<file path="config.mk">
export PLATFORM = sky130hd
export DESIGN_NAME = rv_decode
export DESIGN_NICKNAME = d
export VERILOG_FILES = /design/src/source/rv_pkg.sv /design/src/source/rv_decode.sv
export SDC_FILE = /design/constraint.sdc
export NUM_CORES = 1
export LEC_CHECK = 0
export ABC_AREA = 1
export BUFFER_PORTS_ARGS = -buffer_cell sky130_fd_sc_hd__buf_2
export CAP_MARGIN = 20
export CORE_UTILIZATION = 42
export DETAILED_ROUTE_END_ITERATION = 8
export GPL_TIMING_DRIVEN = 0
export PLACE_DENSITY = 0.95
export SETUP_SLACK_MARGIN = 0.2
export SLEW_MARGIN = 20
export SYNTH_ARGS = -nofsm -noshare
export SYNTH_HDL_FRONTEND = slang
export SYNTH_SLANG_ARGS = --single-unit
</file>
<file path="constraint.sdc">
create_clock -name vclk -period 1.3
set_input_delay 0.065 -clock vclk [all_inputs]
set_output_delay 0.065 -clock vclk [all_outputs]
set_load 0.02 [all_outputs]
</file>
<file path="src/program.hex">
// one 32-bit instruction word per line, word 0 at byte address 0
// trailing comment gives the byte address and the assembly
00020FB7 // 000 lui   x31,0x20
03100F13 // 004 addi  x30,x0,'1'
06400093 // 008 addi  x1,x0,100
FF900113 // 00c addi  x2,x0,-7
002081B3 // 010 add   x3,x1,x2
05D00213 // 014 addi  x4,x0,93
00418463 // 018 beq   x3,x4,+8
04600F13 // 01c addi  x30,x0,'F'
402081B3 // 020 sub   x3,x1,x2
06B00213 // 024 addi  x4,x0,107
00418463 // 028 beq   x3,x4,+8
04600F13 // 02c addi  x30,x0,'F'
0020F1B3 // 030 and   x3,x1,x2
06000213 // 034 addi  x4,x0,96
00418463 // 038 beq   x3,x4,+8
04600F13 // 03c addi  x30,x0,'F'
0020E1B3 // 040 or    x3,x1,x2
FFD00213 // 044 addi  x4,x0,-3
00418463 // 048 beq   x3,x4,+8
04600F13 // 04c addi  x30,x0,'F'
FFF0C193 // 050 xori  x3,x1,-1
F9B00213 // 054 addi  x4,x0,-101
00418463 // 058 beq   x3,x4,+8
04600F13 // 05c addi  x30,x0,'F'
00409193 // 060 slli  x3,x1,4
64000213 // 064 addi  x4,x0,1600
00418463 // 068 beq   x3,x4,+8
04600F13 // 06c addi  x30,x0,'F'
40115193 // 070 srai  x3,x2,1
FFC00213 // 074 addi  x4,x0,-4
00418463 // 078 beq   x3,x4,+8
04600F13 // 07c addi  x30,x0,'F'
01C15193 // 080 srli  x3,x2,28
00F00213 // 084 addi  x4,x0,15
00418463 // 088 beq   x3,x4,+8
04600F13 // 08c addi  x30,x0,'F'
001121B3 // 090 slt   x3,x2,x1
00100213 // 094 addi  x4,x0,1
00418463 // 098 beq   x3,x4,+8
04600F13 // 09c addi  x30,x0,'F'
001131B3 // 0a0 sltu  x3,x2,x1
00018463 // 0a4 beq   x3,x0,+8
04600F13 // 0a8 addi  x30,x0,'F'
0007F1B7 // 0ac lui   x3,0x7f
07F00213 // 0b0 addi  x4,x0,0x7f
00C21213 // 0b4 slli  x4,x4,12
00418463 // 0b8 beq   x3,x4,+8
04600F13 // 0bc addi  x30,x0,'F'
00000197 // 0c0 auipc x3,0
0C000213 // 0c4 addi  x4,x0,0xc0
00418463 // 0c8 beq   x3,x4,+8
04600F13 // 0cc addi  x30,x0,'F'
03EF8023 // 0d0 sb    x30,0x20(x31)
03200F13 // 0d4 addi  x30,x0,'2'
00108463 // 0d8 beq   x1,x1,+8
04600F13 // 0dc addi  x30,x0,'F'
00209463 // 0e0 bne   x1,x2,+8
04600F13 // 0e4 addi  x30,x0,'F'
00114463 // 0e8 blt   x2,x1,+8
04600F13 // 0ec addi  x30,x0,'F'
0020D463 // 0f0 bge   x1,x2,+8
04600F13 // 0f4 addi  x30,x0,'F'
0020E463 // 0f8 bltu  x1,x2,+8
04600F13 // 0fc addi  x30,x0,'F'
00117463 // 100 bgeu  x2,x1,+8
04600F13 // 104 addi  x30,x0,'F'
00208463 // 108 beq   x1,x2,+8
0080006F // 10c jal   x0,+8
04600F13 // 110 addi  x30,x0,'F'
00109463 // 114 bne   x1,x1,+8
0080006F // 118 jal   x0,+8
04600F13 // 11c addi  x30,x0,'F'
0020C463 // 120 blt   x1,x2,+8
0080006F // 124 jal   x0,+8
04600F13 // 128 addi  x30,x0,'F'
00115463 // 12c bge   x2,x1,+8
0080006F // 130 jal   x0,+8
04600F13 // 134 addi  x30,x0,'F'
00116463 // 138 bltu  x2,x1,+8
0080006F // 13c jal   x0,+8
04600F13 // 140 addi  x30,x0,'F'
0020F463 // 144 bgeu  x1,x2,+8
0080006F // 148 jal   x0,+8
04600F13 // 14c addi  x30,x0,'F'
008002EF // 150 jal   x5,+8
04600F13 // 154 addi  x30,x0,'F'
15400213 // 158 addi  x4,x0,0x154
00428463 // 15c beq   x5,x4,+8
04600F13 // 160 addi  x30,x0,'F'
16700393 // 164 addi  x7,x0,0x167
00A38367 // 168 jalr  x6,10(x7)
04600F13 // 16c addi  x30,x0,'F'
16C00213 // 170 addi  x4,x0,0x16c
00430463 // 174 beq   x6,x4,+8
04600F13 // 178 addi  x30,x0,'F'
03EF8023 // 17c sb    x30,0x20(x31)
03300F13 // 180 addi  x30,x0,'3'
00001437 // 184 lui   x8,0x1
112234B7 // 188 lui   x9,0x11223
34448493 // 18c addi  x9,x9,0x344
00942023 // 190 sw    x9,0(x8)
08500513 // 194 addi  x10,x0,0x85
00A400A3 // 198 sb    x10,1(x8)
FFE00593 // 19c addi  x11,x0,-2
00B41123 // 1a0 sh    x11,2(x8)
00042603 // 1a4 lw    x12,0(x8)
FFFE8237 // 1a8 lui   x4,0xfffe8
54420213 // 1ac addi  x4,x4,0x544
00460463 // 1b0 beq   x12,x4,+8
04600F13 // 1b4 addi  x30,x0,'F'
00140603 // 1b8 lb    x12,1(x8)
F8500213 // 1bc addi  x4,x0,-123
00460463 // 1c0 beq   x12,x4,+8
04600F13 // 1c4 addi  x30,x0,'F'
00144603 // 1c8 lbu   x12,1(x8)
08500213 // 1cc addi  x4,x0,0x85
00460463 // 1d0 beq   x12,x4,+8
04600F13 // 1d4 addi  x30,x0,'F'
00241603 // 1d8 lh    x12,2(x8)
00B60463 // 1dc beq   x12,x11,+8
04600F13 // 1e0 addi  x30,x0,'F'
00245603 // 1e4 lhu   x12,2(x8)
01059213 // 1e8 slli  x4,x11,16
01025213 // 1ec srli  x4,x4,16
00460463 // 1f0 beq   x12,x4,+8
04600F13 // 1f4 addi  x30,x0,'F'
00044603 // 1f8 lbu   x12,0(x8)
04400213 // 1fc addi  x4,x0,0x44
00460463 // 200 beq   x12,x4,+8
04600F13 // 204 addi  x30,x0,'F'
03EF8023 // 208 sb    x30,0x20(x31)
03400F13 // 20c addi  x30,x0,'4'
00008013 // 210 addi  x0,x1,0
40008633 // 214 sub   x12,x1,x0
00160463 // 218 beq   x12,x1,+8
04600F13 // 21c addi  x30,x0,'F'
03EF8023 // 220 sb    x30,0x20(x31)
03500F13 // 224 addi  x30,x0,'5'
03EF8023 // 228 sb    x30,0x20(x31)
04400F13 // 22c addi  x30,x0,'D'
03EF8023 // 230 sb    x30,0x20(x31)
0000006F // 234 jal   x0,0
</file>
<file path="src/source/rv_pkg.sv">
package rv_pkg;

    localparam int XLEN       = 32;
    localparam int REG_ADDR_W = 5;
    localparam int MEM_ADDR_W = 14;  // 16 K words

    localparam logic [XLEN-1:0] RESET_PC = 32'h0000_0000;
    localparam logic [XLEN-1:0] OUT_ADDR = 32'h0002_0020;  // byte output port

    localparam string MEM_INIT_FILE = "/design/src/program.hex";

    // major opcodes
    localparam logic [6:0] OP_LUI    = 7'b0110111;
    localparam logic [6:0] OP_AUIPC  = 7'b0010111;
    localparam logic [6:0] OP_JAL    = 7'b1101111;
    localparam logic [6:0] OP_JALR   = 7'b1100111;
    localparam logic [6:0] OP_BRANCH = 7'b1100011;
    localparam logic [6:0] OP_LOAD   = 7'b0000011;
    localparam logic [6:0] OP_STORE  = 7'b0100011;
    localparam logic [6:0] OP_IMM    = 7'b0010011;
    localparam logic [6:0] OP_REG    = 7'b0110011;

    // alu funct3
    localparam logic [2:0] F3_ADD  = 3'b000;
    localparam logic [2:0] F3_SLL  = 3'b001;
    localparam logic [2:0] F3_SLT  = 3'b010;
    localparam logic [2:0] F3_SLTU = 3'b011;
    localparam logic [2:0] F3_XOR  = 3'b100;
    localparam logic [2:0] F3_SR   = 3'b101;
    localparam logic [2:0] F3_OR   = 3'b110;
    localparam logic [2:0] F3_AND  = 3'b111;

    // branch funct3
    localparam logic [2:0] F3_BEQ  = 3'b000;
    localparam logic [2:0] F3_BNE  = 3'b001;
    localparam logic [2:0] F3_BLT  = 3'b100;
    localparam logic [2:0] F3_BGE  = 3'b101;
    localparam logic [2:0] F3_BLTU = 3'b110;
    localparam logic [2:0] F3_BGEU = 3'b111;

    // load/store size funct3
    localparam logic [2:0] F3_B  = 3'b000;
    localparam logic [2:0] F3_H  = 3'b001;
    localparam logic [2:0] F3_W  = 3'b010;
    localparam logic [2:0] F3_BU = 3'b100;
    localparam logic [2:0] F3_HU = 3'b101;

    localparam logic [6:0] F7_ALT = 7'b0100000;  // sub / sra

    typedef enum logic [3:0] {
        ALU_ADD,
        ALU_SUB,
        ALU_AND,
        ALU_OR,
        ALU_XOR,
        ALU_SLL,
        ALU_SRL,
        ALU_SRA,
        ALU_SLT,
        ALU_SLTU,
        ALU_PASSB
    } alu_op_e;

    typedef union packed {
        struct packed {
            logic [6:0] funct7;
            logic [4:0] rs2;
            logic [4:0] rs1;
            logic [2:0] funct3;
            logic [4:0] rd;
            logic [6:0] opcode;
        } r;
        struct packed {
            logic [11:0] imm;
            logic [4:0]  rs1;
            logic [2:0]  funct3;
            logic [4:0]  rd;
            logic [6:0]  opcode;
        } i;
        struct packed {
            logic [6:0] imm_hi;
            logic [4:0] rs2;
            logic [4:0] rs1;
            logic [2:0] funct3;
            logic [4:0] imm_lo;
            logic [6:0] opcode;
        } s;
        struct packed {
            logic       imm_12;
            logic [5:0] imm_10_5;
            logic [4:0] rs2;
            logic [4:0] rs1;
            logic [2:0] funct3;
            logic [3:0] imm_4_1;
            logic       imm_11;
            logic [6:0] opcode;
        } b;
        struct packed {
            logic [19:0] imm;
            logic [4:0]  rd;
            logic [6:0]  opcode;
        } u;
        struct packed {
            logic       imm_20;
            logic [9:0] imm_10_1;
            logic       imm_11;
            logic [7:0] imm_19_12;
            logic [4:0] rd;
            logic [6:0] opcode;
        } j;
    } rv_inst_u;

endpackage

</file>
<file path="src/source/rv_decode.sv">
`timescale 1ns/1ps

module rv_decode (
    input  logic [rv_pkg::XLEN-1:0]       i_inst,
    output logic [rv_pkg::REG_ADDR_W-1:0] o_rs1,
    output logic [rv_pkg::REG_ADDR_W-1:0] o_rs2,
    output logic [rv_pkg::REG_ADDR_W-1:0] o_rd,
    output logic [rv_pkg::XLEN-1:0]       o_imm,
    output rv_pkg::alu_op_e               o_alu_op,
    output logic [2:0]                    o_funct3,
    output logic                          o_use_imm,
    output logic                          o_use_pc,
    output logic                          o_is_branch,
    output logic                          o_is_jal,
    output logic                          o_is_jalr,
    output logic                          o_is_load,
    output logic                          o_is_store,
    output logic                          o_reg_write
);
    import rv_pkg::*;

    rv_inst_u inst;
    logic     f7_zero;
    logic     f7_alt;

    assign inst    = i_inst;
    assign f7_zero = (inst.r.funct7 == 7'b0000000);
    assign f7_alt  = (inst.r.funct7 == F7_ALT);

    assign o_rs1    = inst.r.rs1;
    assign o_rs2    = inst.r.rs2;
    assign o_rd     = inst.r.rd;
    assign o_funct3 = inst.r.funct3;

    function automatic alu_op_e alu_from_f3(input logic [2:0] f3, input logic alt);
        alu_op_e op;
        case (f3)
            F3_ADD:  op = alt ? ALU_SUB : ALU_ADD;
            F3_SLL:  op = ALU_SLL;
            F3_SLT:  op = ALU_SLT;
            F3_SLTU: op = ALU_SLTU;
            F3_XOR:  op = ALU_XOR;
            F3_SR:   op = alt ? ALU_SRA : ALU_SRL;
            F3_OR:   op = ALU_OR;
            default: op = ALU_AND;
        endcase
        return op;
    endfunction

    always_comb begin
        o_imm       = '0;
        o_alu_op    = ALU_ADD;
        o_use_imm   = 1'b0;
        o_use_pc    = 1'b0;
        o_is_branch = 1'b0;
        o_is_jal    = 1'b0;
        o_is_jalr   = 1'b0;
        o_is_load   = 1'b0;
        o_is_store  = 1'b0;
        o_reg_write = 1'b0;

        case (inst.r.opcode)
            OP_LUI: begin
                o_imm       = {inst.u.imm, 12'b0};
                o_alu_op    = ALU_PASSB;
                o_use_imm   = 1'b1;
                o_reg_write = 1'b1;
            end
            OP_AUIPC: begin
                o_imm       = {inst.u.imm, 12'b0};
                o_use_imm   = 1'b1;
                o_use_pc    = 1'b1;
                o_reg_write = 1'b1;
            end
            OP_JAL: begin
                o_imm       = {{12{inst.j.imm_20}}, inst.j.imm_19_12, inst.j.imm_11,
                               inst.j.imm_10_1, 1'b0};
                o_use_imm   = 1'b1;
                o_use_pc    = 1'b1;  // alu forms the target
                o_is_jal    = 1'b1;
                o_reg_write = 1'b1;
            end
            OP_JALR: begin
                o_imm       = {{20{inst.i.imm[11]}}, inst.i.imm};
                o_use_imm   = 1'b1;
                o_is_jalr   = (inst.i.funct3 == 3'b000);
                o_reg_write = (inst.i.funct3 == 3'b000);
            end
            OP_BRANCH: begin
                o_imm       = {{20{inst.b.imm_12}}, inst.b.imm_11, inst.b.imm_10_5,
                               inst.b.imm_4_1, 1'b0};
                o_use_imm   = 1'b1;
                o_use_pc    = 1'b1;
                o_is_branch = (inst.b.funct3 != 3'b010) && (inst.b.funct3 != 3'b011);
            end
            OP_LOAD: begin
                o_imm       = {{20{inst.i.imm[11]}}, inst.i.imm};
                o_use_imm   = 1'b1;
                o_is_load   = (inst.i.funct3 inside {F3_B, F3_H, F3_W, F3_BU, F3_HU});
                o_reg_write = o_is_load;
            end
            OP_STORE: begin
                o_imm      = {{20{inst.s.imm_hi[6]}}, inst.s.imm_hi, inst.s.imm_lo};
                o_use_imm  = 1'b1;
                o_is_store = (inst.s.funct3 inside {F3_B, F3_H, F3_W});
            end
            OP_IMM: begin
                o_imm     = {{20{inst.i.imm[11]}}, inst.i.imm};
                o_use_imm = 1'b1;
                o_alu_op  = alu_from_f3(inst.i.funct3, (inst.i.funct3 == F3_SR) && f7_alt);
                case (inst.i.funct3)
                    F3_SLL:  o_reg_write = f7_zero;
                    F3_SR:   o_reg_write = f7_zero || f7_alt;
                    default: o_reg_write = 1'b1;
                endcase
            end
            OP_REG: begin
                o_alu_op    = alu_from_f3(inst.r.funct3, f7_alt);
                o_reg_write = f7_zero ||
                              (f7_alt && (inst.r.funct3 inside {F3_ADD, F3_SR}));
            end
            default: ;  // unsupported, behaves as nop
        endcase
    end

endmodule

</file>
==> metrics.cfg, run 1 <==
[status]
status = did not finish
lastStage = global routing (5_1_grt)
stop_error = [ERROR DPL-0033] detailed placement checks failed during check placement.

[logic_synthesis]
netlist_area_um2 = 977
yosysTopAreaCellShare_pct = 22.3
synth_most_common_cell = nand2_1
synthMuxAreaShare_pct = 0
synth_top_family_by_area = simple AND/OR/NAND/NOR gates
synth_area_leaders = nand2_1 (22%), nand3_2 (14%), buf_4 (14%)
synth-compound-area-share_pct = 2.69
ys_top_cells_by_count = nand2_1 (58), nor2_1 (25), nand3_1 (19)
ys_seq_area_share_pct = 0
yosysUniqueCellTypes = 21
yosysWarnings = 0
syn_inst = 184
syn_nets = 216
synth_adder_area_share_pct = 0
synth_area_per_cell_um2 = 5.31
synth_xor_area_share_pct = 0
synth_area_leader_cell = nand2_1
synthSimpleGateAreaFrac_pct = 70.3

[place]
port_buffers = 93
placed_cells = 305
gp_congestion = 0.867
dpl_cell_area_um2 = 1480
dp_hpwl_um = 2650

[cts]
hold_buffers = 0

[floorplan]
die_w_um = 50.2
start_util_pct = 44.2
ios = 94
rows = 17
die_h_um = 50.2

[grt]
antenna_found_initial = 0
grt_max_degree = 11

[timing]
worst_endpoint_kind = output port
repair-timing-grt-worst-ep = o_imm[19]

cell families after synthesis:
family | count (synthesis)
simple gates | 134
compound gates | 4
buf+inv | 46
through the flow:
stage          hold slack (ps)  TNS [ps]  setup slack (ps)  util [%]
2_1_floorplan              182         0               195         -
3_3_place_gp               348     -13.6             -13.6      67.1
3_5_place_dp               348     -61.7             -14.4      67.1
4_1_cts                    349         0               132      89.6
what timing repair did:
| item | 4_1_cts |
|---|---|
| cloned | 2 |
| gates resized for setup | 97 |
| endpoints found under the setup margin | 36 |
| pin swaps | 12 |
| buffers inserted | 17 |
==> inputs of run 2 (changes only) <==
- CORE_AREA: not set -> 2 2 63 65
- CORE_UTILIZATION: 42 -> not set
- DIE_AREA: not set -> 0 0 65 67
- PLACE_DENSITY: 0.95 -> not set
- PLACE_DENSITY_LB_ADDON: not set -> 0.15
- SETUP_SLACK_MARGIN: 0.2 -> not set
==> run 2 against run 1 <==
The run now ends clean. Synthesized cell count did not move. Synthesized area did not move.
==> metrics.cfg, run 2 <==
[floorplan]
rows = 22
die_w_um = 65
ios = 94
dieArea_um2 = 4360
start_util_pct = 27.1
core_um2 = 3610
die_h_um = 67

[critical_path]
slowest_stage = nand4_1
slowest_delay_ps = 210
cp_top_family = simple AND/OR/NAND/NOR gates
crit_arrival_ps = 1190
crit_top_cell = inv_2
path_max_fanout = 10
path_class = in -> out
required_ps = 1240
worstSetupStartpointType = input pin
endpoint_kind = primary output
path_cells = buf_2 > inv_2 > nand2_2 > inv_2 > nand4_1 > nand3_4 > nand2_4 > buf_8 > nand3_1 > buf_4
worst-path-buf-inv = 5

[layout]
clkbuf_count = 0
fin_nets = 318
ff_latch_area_um2 = 0
nFlopsAndLatches = 0
fillerInstances = 418
layout_commonest_cell = buf_2
n_antenna_cell = 0
syn_to_final_growth_pct = 70.6
final_cell_mix = buf_2 (73), nand2_1 (54), buf_4 (45)
final_core_util_pct = 46.2
fin_area_um2 = 1670
multiInputGateArea_um2 = 761
drive_gt1_share_pct = 57.4

[cts]
hold_buffers = 0

[detailed_routing]
routed_wl_um = 3430
first_iter_violations = 64
num_vias = 1400
avgViaCountPerCell = 4.22
drt-wirelength-per-cell_um = 10.3
drc = 0
dr.pass1.iters = 4
postRouteAntennaNets = 0

[timing]
fin_ws_ps = 40.5
relSlewSlack_pct = 76.8
finalHoldViolCount = 0
hold-worst-slack_ps = 348
setup_viol = 0
rsz0062_at_grt = yes
worst_slew_pin_slew_ps = 349
slew_violations = 0
fmax_ghz = 0.794
period_minus_slack_ps = 1260
fin_crit_sh_pct = 96.9

[pwr]
vdd_drop_max_mv = 0.0814
p_per_area_nw_per_um2 = 218
p_total_uw = 364
p_switching_uw = 213
internal_power_uw = 151
p_clk_share_pct = 0
p_leak_uw = 0.00123
sequentialPowerShare_pct = 0
p_sw_share_pct = 58.6
combPwrFrac_pct = 100.0

[logic_synthesis]
ys_top_cells_by_count = nand2_1 (58), nor2_1 (25), nand3_1 (19)
synth_area_per_cell_um2 = 5.31
yosysWarnings = 0
syn_inst = 184
synth_area_leader_cell = nand2_1
syn_nets = 216
ys_seq_area_share_pct = 0
synth_area_leaders = nand2_1 (22%), nand3_2 (14%), buf_4 (14%)
yosysTopAreaCellShare_pct = 22.3
synth_most_common_cell = nand2_1
yosysUniqueCellTypes = 21
netlist_area_um2 = 977

[place]
dp_hpwl_um = 2790
dp_slack_ps = -19.7
port_buffers = 93
gp_congestion = 0.777
dpl_cell_area_um2 = 1500

[grt]
overflow = 0
grt_pass1_wl_um = 4890
grt_pass1_vias = 1129
track_usage_pct = 13.5
grt_max_degree = 11
antenna_found_initial = 0

[worst_hold_path]
hold_path.class = in -> out
holdPathEnd = o_funct3[2]
hp-start = i_inst[14]
hold_depth = 2

[status]
status = finished clean

[run]
cap_violations = 0

run 2: what timing repair did:
item	4_1_cts	5_1_grt
resized for setup	4	33
setup buffers	0	7
pin swaps	0	4
gates cloned	0	0
endpoints found under the setup margin	16	28
endpoints found under the hold margin	0	0
run 2: cells by family after synthesis:
family,count (synthesis),synth area share [%]
buf+inv,46,27.0
simple gates,134,70.3
compound gates,4,2.69
run 2: metal layers:
| layer | routed length (um) | global-route usage [%] |
|---|---|---|
| met1 | 1550 | 18.4 |
| met2 | 1590 | 24.2 |
| met3 | 288 | 1.35 |
| met4 | 0 | 0 |
| met5 | 0 | 0 |
run 2: metrics by stage:
step	cells	TNS, ps
global placement	325	-13.3
finish	332	0
CTS	325	0
floorplan	184	0
detailed placement	325	-95.2
global route	332	-495
run 2: worst max path at each step:
stage	startpoint	cells past startpoint	end
final	i_inst[4]	10	o_imm[28]
after global routing	i_inst[4]	12	o_imm[20]
after CTS	i_inst[2]	10	o_imm[23]
after detailed placement	i_inst[2]	7	o_imm[9]
after global placement	i_inst[1]	11	o_imm[13]
after floorplan	i_inst[5]	3	o_use_pc
run 2: area by class of cell:
class / instances / share of cell area (%)
multi-input cells: 138 / 45.6
plain buffers: 23 / 11.5
repair buffers: 100 / 34.1
inverters: 23 / 5.18
well taps: 48 / 3.60
run 2: power by group through the flow:
stage	clock [uW]	combinational (uW)	sequential, uW
detailed placement	0	338	0
CTS	0	341	0
floorplan	0	200	0
global placement	0	338	0
global route	0	396	0
finish	0	364	0
No activity file was read; power rests on OpenSTA's default activity.
